$ cat config.mk
export PLATFORM = sky130hd
export DESIGN_NAME = rename_core
export DESIGN_NICKNAME = d
export VERILOG_FILES = /design/src/common/rename_pkg.sv /design/src/source/rename_core.sv /design/src/source/arch_map.sv /design/src/source/map_table.sv /design/src/source/free_list.sv /design/src/rob/reorder_buffer.sv
export SDC_FILE = /design/constraint.sdc
export NUM_CORES = 2
export LEC_CHECK = 0
export BUFFER_PORTS_ARGS = -buffer_cell sky130_fd_sc_hd__buf_2
export CELL_PAD_IN_SITES_DETAIL_PLACEMENT = 0
export CELL_PAD_IN_SITES_GLOBAL_PLACEMENT = 1
export CORE_UTILIZATION = 29
export CTS_BUF_LIST = sky130_fd_sc_hd__clkbuf_8
export CTS_CLUSTER_DIAMETER = 100
export DETAILED_ROUTE_END_ITERATION = 10
export PLACE_DENSITY = 0.58
export SYNTH_ARGS = -nofsm -noshare
export SYNTH_HDL_FRONTEND = slang
export SYNTH_SLANG_ARGS = --single-unit
$ cat constraint.sdc
create_clock -name clock -period 9.7 [get_ports clock]
set_clock_uncertainty 0.05 [all_clocks]
set_input_delay 1.94 -clock clock [delete_from_list [all_inputs] [get_ports clock]]
set_output_delay 1.94 -clock clock [all_outputs]
set_load 0.01 [all_outputs]
$ cat src/common/rename_pkg.sv
`default_nettype none

package rename_pkg;

	// Register file sizes
	localparam int ARCH_REGS = 32; // Architectural registers seen by software
	localparam int PHYS_REGS = 64; // Physical registers behind the renamer

	// Tags not covered by a committed mapping sit in the free list
	localparam int FREE_REGS = PHYS_REGS - ARCH_REGS;

	// Default reorder buffer depth, overridden from the top level
	localparam int ROB_DEPTH_DEFAULT = 16;

	// Architectural register number
	typedef logic [$clog2(ARCH_REGS)-1:0] arch_reg_t;

	// Physical register tag
	typedef logic [$clog2(PHYS_REGS)-1:0] phys_reg_t;

	// Slot index into the free list store
	typedef logic [$clog2(FREE_REGS)-1:0] free_idx_t;

	// Free list pointer, slot index plus a wrap bit
	typedef logic [$clog2(FREE_REGS):0] free_ptr_t;

endpackage

`default_nettype wire
$ cat src/source/rename_core.sv
`timescale 1ns/1ps
`default_nettype none

module rename_core import rename_pkg::*; #(
	parameter int rob_depth = ROB_DEPTH_DEFAULT // Power of two, 4 to 32
) (
	input  wire logic                  clock,
	input  wire logic                  arst_n,
	input  wire logic                  dispatch,
	input  wire arch_reg_t             dispatch_arch_reg,
	input  wire logic                  cdb_valid,
	input  wire phys_reg_t             cdb_tag,
	input  wire logic                  flush,
	output logic                       dispatch_grant,
	output phys_reg_t                  dispatch_t_new,
	output phys_reg_t                  dispatch_t_old,
	output logic                       retire_valid,
	output arch_reg_t                  retire_arch_reg,
	output phys_reg_t                  retire_t_new,
	output phys_reg_t                  retire_t_old,
	output logic [$clog2(rob_depth):0] rob_free_entries
);

	logic rob_full;                       // ROB back-pressure into the gate
	phys_reg_t [ARCH_REGS-1:0] arch_tags; // Restore source for the map table

	reorder_buffer #(
		.rob_depth(rob_depth)
	) u_reorder_buffer (
		.clock(clock),
		.arst_n(arst_n),
		.dispatch_grant(dispatch_grant),
		.dispatch_arch_reg(dispatch_arch_reg),
		.dispatch_t_new(dispatch_t_new),
		.dispatch_t_old(dispatch_t_old),
		.cdb_valid(cdb_valid),
		.cdb_tag(cdb_tag),
		.flush(flush),
		.rob_full(rob_full),
		.rob_free_entries(rob_free_entries),
		.retire_valid(retire_valid),
		.retire_arch_reg(retire_arch_reg),
		.retire_t_new(retire_t_new),
		.retire_t_old(retire_t_old)
	);

	// Also the dispatch gate
	free_list u_free_list (
		.clock(clock),
		.arst_n(arst_n),
		.dispatch(dispatch),
		.rob_full(rob_full),
		.retire_valid(retire_valid),
		.retire_t_old(retire_t_old),
		.flush(flush),
		.dispatch_grant(dispatch_grant),
		.dispatch_t_new(dispatch_t_new)
	);

	map_table u_map_table (
		.clock(clock),
		.arst_n(arst_n),
		.dispatch_grant(dispatch_grant),
		.dispatch_arch_reg(dispatch_arch_reg),
		.dispatch_t_new(dispatch_t_new),
		.flush(flush),
		.arch_tags(arch_tags),
		.dispatch_t_old(dispatch_t_old)
	);

	arch_map u_arch_map (
		.clock(clock),
		.arst_n(arst_n),
		.retire_valid(retire_valid),
		.retire_arch_reg(retire_arch_reg),
		.retire_t_new(retire_t_new),
		.arch_tags(arch_tags)
	);

endmodule

`default_nettype wire

$ cat src/source/arch_map.sv
`timescale 1ns/1ps
`default_nettype none

module arch_map import rename_pkg::*; (
	input  wire logic                 clock,
	input  wire logic                 arst_n,
	input  wire logic                 retire_valid,
	input  wire arch_reg_t            retire_arch_reg,
	input  wire phys_reg_t            retire_t_new,
	output phys_reg_t [ARCH_REGS-1:0] arch_tags // Feeds the map table restore
);

	// Committed mappings, only touched at retire
	always_ff @(posedge clock or negedge arst_n) begin
		if (!arst_n) begin
			for (int i = 0; i < ARCH_REGS; i++) begin
				arch_tags[i] <= phys_reg_t'(i);
			end
		end else if (retire_valid) begin
			arch_tags[retire_arch_reg] <= retire_t_new;
		end
	end

	// Retiring tag replaces a different committed one
	retire_new_mapping: assert property (@(posedge clock) disable iff (!arst_n)
		retire_valid |-> (arch_tags[retire_arch_reg] != retire_t_new));

endmodule

`default_nettype wire

$ cat src/source/map_table.sv
`timescale 1ns/1ps
`default_nettype none

module map_table import rename_pkg::*; (
	input  wire logic                       clock,
	input  wire logic                       arst_n,
	input  wire logic                       dispatch_grant,
	input  wire arch_reg_t                  dispatch_arch_reg,
	input  wire phys_reg_t                  dispatch_t_new,
	input  wire logic                       flush,
	input  wire phys_reg_t [ARCH_REGS-1:0]  arch_tags, // Committed state for restore
	output phys_reg_t                       dispatch_t_old
);

	// Speculative mapping, one tag per architectural register
	phys_reg_t [ARCH_REGS-1:0] map_q;

	// Previous mapping goes to the ROB so it can be freed at retire
	assign dispatch_t_old = map_q[dispatch_arch_reg];

	always_ff @(posedge clock or negedge arst_n) begin
		if (!arst_n) begin
			for (int i = 0; i < ARCH_REGS; i++) begin
				map_q[i] <= phys_reg_t'(i); // Identity mapping
			end
		end else if (flush) begin
			map_q <= arch_tags; // Whole table in one cycle
		end else if (dispatch_grant) begin
			map_q[dispatch_arch_reg] <= dispatch_t_new;
		end
	end

	// A tag coming off the free list is never already mapped
	new_tag_unmapped: assert property (@(posedge clock) disable iff (!arst_n)
		dispatch_grant |-> (dispatch_t_new != dispatch_t_old));

endmodule

`default_nettype wire

$ cat src/source/free_list.sv
`timescale 1ns/1ps
`default_nettype none

module free_list import rename_pkg::*; (
	input  wire logic      clock,
	input  wire logic      arst_n,
	input  wire logic      dispatch,
	input  wire logic      rob_full,
	input  wire logic      retire_valid,
	input  wire phys_reg_t retire_t_old, // Released at retire
	input  wire logic      flush,
	output logic           dispatch_grant,
	output phys_reg_t      dispatch_t_new
);

	phys_reg_t store [FREE_REGS];

	free_ptr_t wr_ptr;     // Where released tags go
	free_ptr_t spec_ptr;   // Next tag handed to dispatch
	free_ptr_t commit_ptr; // Oldest tag not yet retired

	logic empty;

	// Same slot and same wrap means nothing left to hand out
	assign empty = (spec_ptr == wr_ptr);

	// Dispatch gate
	assign dispatch_grant = dispatch & ~rob_full & ~empty;
	assign dispatch_t_new = store[free_idx_t'(spec_ptr)];

	always_ff @(posedge clock or negedge arst_n) begin
		if (!arst_n) begin
			spec_ptr <= '0;
			commit_ptr <= '0;
			wr_ptr <= free_ptr_t'(FREE_REGS); // Full, wrap bit differs
			for (int i = 0; i < FREE_REGS; i++) begin
				store[i] <= phys_reg_t'(ARCH_REGS + i); // Tags above the arch set
			end
		end else begin
			if (flush) begin
				spec_ptr <= commit_ptr; // Squashed tags become free again
			end else if (dispatch_grant) begin
				spec_ptr <= spec_ptr + free_ptr_t'(1);
			end
			if (retire_valid) begin
				// Old tag lands in the slot the retiring new tag came from
				store[free_idx_t'(wr_ptr)] <= retire_t_old;
				wr_ptr <= wr_ptr + free_ptr_t'(1);
				commit_ptr <= commit_ptr + free_ptr_t'(1);
			end
		end
	end

	// Retire needs an allocated, uncommitted tag behind it
	retire_no_overflow: assert property (@(posedge clock) disable iff (!arst_n)
		retire_valid |-> (spec_ptr != commit_ptr));

endmodule

`default_nettype wire

$ cat src/rob/reorder_buffer.sv
`timescale 1ns/1ps
`default_nettype none

module reorder_buffer import rename_pkg::*; #(
	parameter int rob_depth = ROB_DEPTH_DEFAULT
) (
	input  wire logic                        clock,
	input  wire logic                        arst_n,
	input  wire logic                        dispatch_grant, // From the free list
	input  wire arch_reg_t                   dispatch_arch_reg,
	input  wire phys_reg_t                   dispatch_t_new,
	input  wire phys_reg_t                   dispatch_t_old,
	input  wire logic                        cdb_valid,
	input  wire phys_reg_t                   cdb_tag,
	input  wire logic                        flush,
	output logic                             rob_full,
	output logic [$clog2(rob_depth):0]       rob_free_entries,
	output logic                             retire_valid,
	output arch_reg_t                        retire_arch_reg,
	output phys_reg_t                        retire_t_new,
	output phys_reg_t                        retire_t_old
);

	localparam int idx_w = $clog2(rob_depth);
	localparam int cnt_w = idx_w + 1; // Needs to hold rob_depth itself

	typedef logic [idx_w-1:0] rob_idx_t;
	typedef logic [cnt_w-1:0] rob_cnt_t;

	// Per-entry control flags
	logic [rob_depth-1:0] busy;
	logic [rob_depth-1:0] ready;
	logic [rob_depth-1:0] cdb_hit; // Tag-match row

	// Per-entry payload
	arch_reg_t entry_arch_reg [rob_depth];
	phys_reg_t entry_t_new [rob_depth];
	phys_reg_t entry_t_old [rob_depth];

	rob_idx_t head; // Oldest instruction
	rob_idx_t tail; // Next free slot
	rob_cnt_t count;

	// One comparator per entry against the broadcast tag
	always_comb begin
		for (int i = 0; i < rob_depth; i++) begin
			cdb_hit[i] = cdb_valid & busy[i] & (entry_t_new[i] == cdb_tag);
		end
	end

	assign rob_full = (count == rob_cnt_t'(rob_depth));
	assign rob_free_entries = rob_cnt_t'(rob_depth) - count;

	// Head retires once its result has been seen on the CDB
	assign retire_valid = busy[head] & ready[head] & ~flush;
	assign retire_arch_reg = entry_arch_reg[head];
	assign retire_t_new = entry_t_new[head];
	assign retire_t_old = entry_t_old[head];

	always_ff @(posedge clock or negedge arst_n) begin
		if (!arst_n) begin
			busy <= '0;
			ready <= '0;
			head <= '0;
			tail <= '0;
			count <= '0;
		end else if (flush) begin // Squash everything in flight
			busy <= '0;
			ready <= '0;
			head <= '0;
			tail <= '0;
			count <= '0;
		end else begin
			ready <= ready | cdb_hit; // Completion marks
			if (retire_valid) begin
				busy[head] <= 1'b0;
				head <= head + rob_idx_t'(1);
			end
			if (dispatch_grant) begin // Tail never equals a retiring head here
				busy[tail] <= 1'b1;
				ready[tail] <= 1'b0;
				tail <= tail + rob_idx_t'(1);
			end
			count <= count + rob_cnt_t'(dispatch_grant) - rob_cnt_t'(retire_valid);
		end
	end

	// Payload captured at the tail on grant
	always_ff @(posedge clock) begin
		if (dispatch_grant) begin
			entry_arch_reg[tail] <= dispatch_arch_reg;
			entry_t_new[tail] <= dispatch_t_new;
			entry_t_old[tail] <= dispatch_t_old;
		end
	end

	// Free list must honour the full flag
	grant_not_full: assert property (@(posedge clock) disable iff (!arst_n)
		rob_full |-> !dispatch_grant);

	// A retiring head implies the counter sees at least one entry
	retire_not_idle: assert property (@(posedge clock) disable iff (!arst_n)
		retire_valid |-> (count != '0));

	count_bounded: assert property (@(posedge clock) disable iff (!arst_n)
		count <= rob_cnt_t'(rob_depth));

	// Tags in flight are unique, so a broadcast hits at most one entry
	cdb_single_hit: assert property (@(posedge clock) disable iff (!arst_n)
		$onehot0(cdb_hit));

endmodule

`default_nettype wire

==> flow_metrics.tcl <==
set metrics [dict create \
    p_per_area_nw_per_um2 179 \
    gp_routability_congestion 0.793 \
    setup_tns_ns 0 \
    worstPathArrival_ns 5.29 \
    die_x_um 381 \
    rsz0062_at_grt "no" \
    status "completed" \
    grt_max_degree 139 \
    synth_top_flop_cell "dfrtp_1" \
    power.internal_mw 6.02 \
    synth_nets 2759 \
    synth_area_um2 41700 \
    cts_tree "done" \
    cp.required_ns 7.71 \
    timing.final.crit_period_ns 7.28 \
    switching_share_pct 28.5 \
    reg2regPathDepth 16 \
    grt_overflow 0 \
    dieArea_um2 145000 \
    crit_fanout 54 \
    seqPwrFrac_pct 48.6 \
    num_vias 25300 \
    rows 138 \
    ctsHoldBuffers 0 \
    ant_nets 0 \
    min_to "u_free_list.commit_ptr[5]" \
    p_comb_share_pct 10.8 \
    hold_viol_final 0 \
    synth_top_area_cell "dfrtp_1" \
    grt_pass1_wl_um 184000 \
    cp-start-kind "input port" \
    nets 2808 \
    synth.top_cell.area_share_pct 22.0 \
    netlist_top_cells_area "dfrtp_1, edfxtp_1, dfstp_2" \
    area_delta_synth_final_pct 13.0 \
    r2r_start "u_reorder_buffer.head[0]" \
    seq_area_frac_synth_pct 58.8 \
    post_cts_buffers 0 \
    worstHoldPathCells 1 \
    crit_family "buffers and inverters" \
    fmax_mhz 137 \
    cp_common_cell "buf_4" \
    hold_start "u_free_list.commit_ptr[5]" \
    drive_gt1_share_pct 42.2 \
    hpwlAfterDp_um 72600 \
    clock_power_share_pct 40.6 \
    finalSetupViolations 0 \
    yosysMostFrequentCell "dfrtp_1" \
    utilization_pct 33.1 \
    htreeDepth 4 \
    drcViolationCount 0 \
    leakagePower_nw 18.2 \
    firstDrtPassIters 5 \
    slowest_delay_ns 0.84 \
    r2r-end "u_reorder_buffer.count[4]" \
    via_per_inst 5.26 \
    synth_edf_count 272 \
    path_cells "buf_4, buf_4, mux4_2, a22oi_1, nand4_1, buf_2" \
    drv_cap 0 \
    die_h_um 381 \
    fillerInstances 13900 \
    clockBufferDepth 3 \
    cp_slowest_cell "nand4_1" \
    grt_use_total_pct 16.9 \
    ios 52 \
    drt_wl_total_um 122000 \
    tightest_slew_ns 1.25 \
    io_buffers 51 \
    regToRegSetupSlack_ns 4.23 \
    synth_cells 2719 \
    hold_class "flop to flop" \
    cts-root-buf "clkbuf_8" \
    ir_worst_vdd_v 0.000137 \
    slew_headroom_pct 16.6 \
    cts_resized 0 \
    design.core.area_um2 142000 \
    p_switching_mw 2.40 \
    min_period_over_period_pct 75.0 \
    clkTransAtPathRegs_ns 0.05 \
    async_reset_ff_share_pct 70.1 \
    synth_cell_type_count 72 \
    wl_per_cell_um 25.4 \
    synth-seq-cells 911 \
    drt_iter0_markers 1902 \
    clk_latency_ns 0.87 \
    cts_made_buffers 163 \
    critical_path_class "input port to output port" \
    antenna_found_initial 5 \
    reg_top3 "u_arch_map.arch_tags: 192 flops, u_free_list.store: 192 flops, u_map_table.map_q: 192 flops" \
    avgSynthCellArea_um2 15.3 \
    cp-end-kind "output port" \
    crit_buf_inv 3 \
    grt_pass1_vias 26600 \
    start_util_pct 29.3 \
    yosysWarnings 0 \
    finalMaxSlewViolations 0 \
    ys_top_cells_by_count "dfrtp_1, mux2_2, dfstp_2" \
    clock_sinks 911 \
]
==> layout by cell type (no fill, tap or decap), types with 19 or more instances in the layout <==
cell type	n
a22oi_1	36
nand3_4	19
nor2_1	27
buf_2	47
nand2_1	40
a221o_1	192
nand3_1	29
mux4_2	185
ha_1	23
xor2_1	44
dfstp_2	273
xnor2_1	82
inv_1	120
mux2_2	363
buf_4	62
a21oi_1	43
clkbuf_8	182
nor3_1	233
mux2_1	20
dfrtp_1	362
edfxtp_1	272
==> stage by stage <==
step	cell area (um2)	cells	total power, mW	hold slack, ns	setup WS (ns)
6_report	47100	4798	8.42	0.419	2.42
5_1_grt	47100	4797	8.78	0.444	2.18
4_1_cts	47100	4796	8.55	0.426	2.46
2_1_floorplan	41700	2719	4.64	0.396	3.86
3_3_place_gp	44000	4493	5.08	0.413	2.50
3_5_place_dp	44000	4493	5.08	0.414	2.46
==> logic make-up (layout without fill, tap and decap cells) <==
| logic type | count (synthesis) | count (layout) | share of synthesized area [%] |
|---|---|---|---|
| fa+ha+maj | 24 | 24 | 0.739 |
| simple gates | 468 | 468 | 7.03 |
| compound gates | 332 | 332 | 6.89 |
| other cells | 0 | 2 | 0 |
| xor+xnor | 126 | 126 | 2.65 |
| buf+inv | 263 | 450 | 2.64 |
| mux | 595 | 595 | 21.3 |
| flops | 911 | 911 | 58.8 |
==> layer usage <==
| layer | vias up | share of wire (%) | global-route usage (%) | wire (um) |
|---|---|---|---|---|
| li1 | 10700 | - | - | - |
| met1 | 13700 | 46 | 24.0 | 56700 |
| met2 | 655 | 47 | 26.4 | 56900 |
| met3 | 200 | 4.7 | 2.87 | 5740 |
| met4 | 0 | 2.2 | 4.79 | 2640 |
| met5 | - | 0 | 0 | 0 |
==> power groups by stage <==
stage / Combinational [mW] / Sequential, mW / Clock [mW]
after global placement: 0.926 / 4.16 / 0
final: 0.912 / 4.09 / 3.42
after global routing: 0.982 / 4.10 / 3.71
after floorplan: 0.540 / 4.10 / 0
after detailed placement: 0.927 / 4.16 / 0
after CTS: 0.929 / 4.09 / 3.53
==> worst max path at each step <==
stage | startpoint | slack, ns | depth (start not counted) | endpoint
floorplan | dispatch_arch_reg[0] | 3.86 | 5 | dispatch_t_old[2]
global placement | dispatch_arch_reg[0] | 2.50 | 6 | dispatch_t_old[5]
detailed placement | dispatch_arch_reg[0] | 2.46 | 6 | dispatch_t_old[3]
CTS | dispatch_arch_reg[0] | 2.46 | 6 | dispatch_t_old[3]
global route | dispatch_arch_reg[0] | 2.18 | 6 | dispatch_t_old[3]
finish | dispatch_arch_reg[0] | 2.42 | 6 | dispatch_t_old[3]
==> cell type report <==
class	instances	area, um2	area share [%]
inverter	33	124	0.263
antenna	2	5.00	0.0106
tap	1890	2360	5.02
clock inverter	121	583	1.24
multi-input combinational	1545	16200	34.4
clock buffer	182	2500	5.32
sequential	911	24500	52.0
timing repair buffer	114	791	1.68
(Power assumes the default switching activity.)
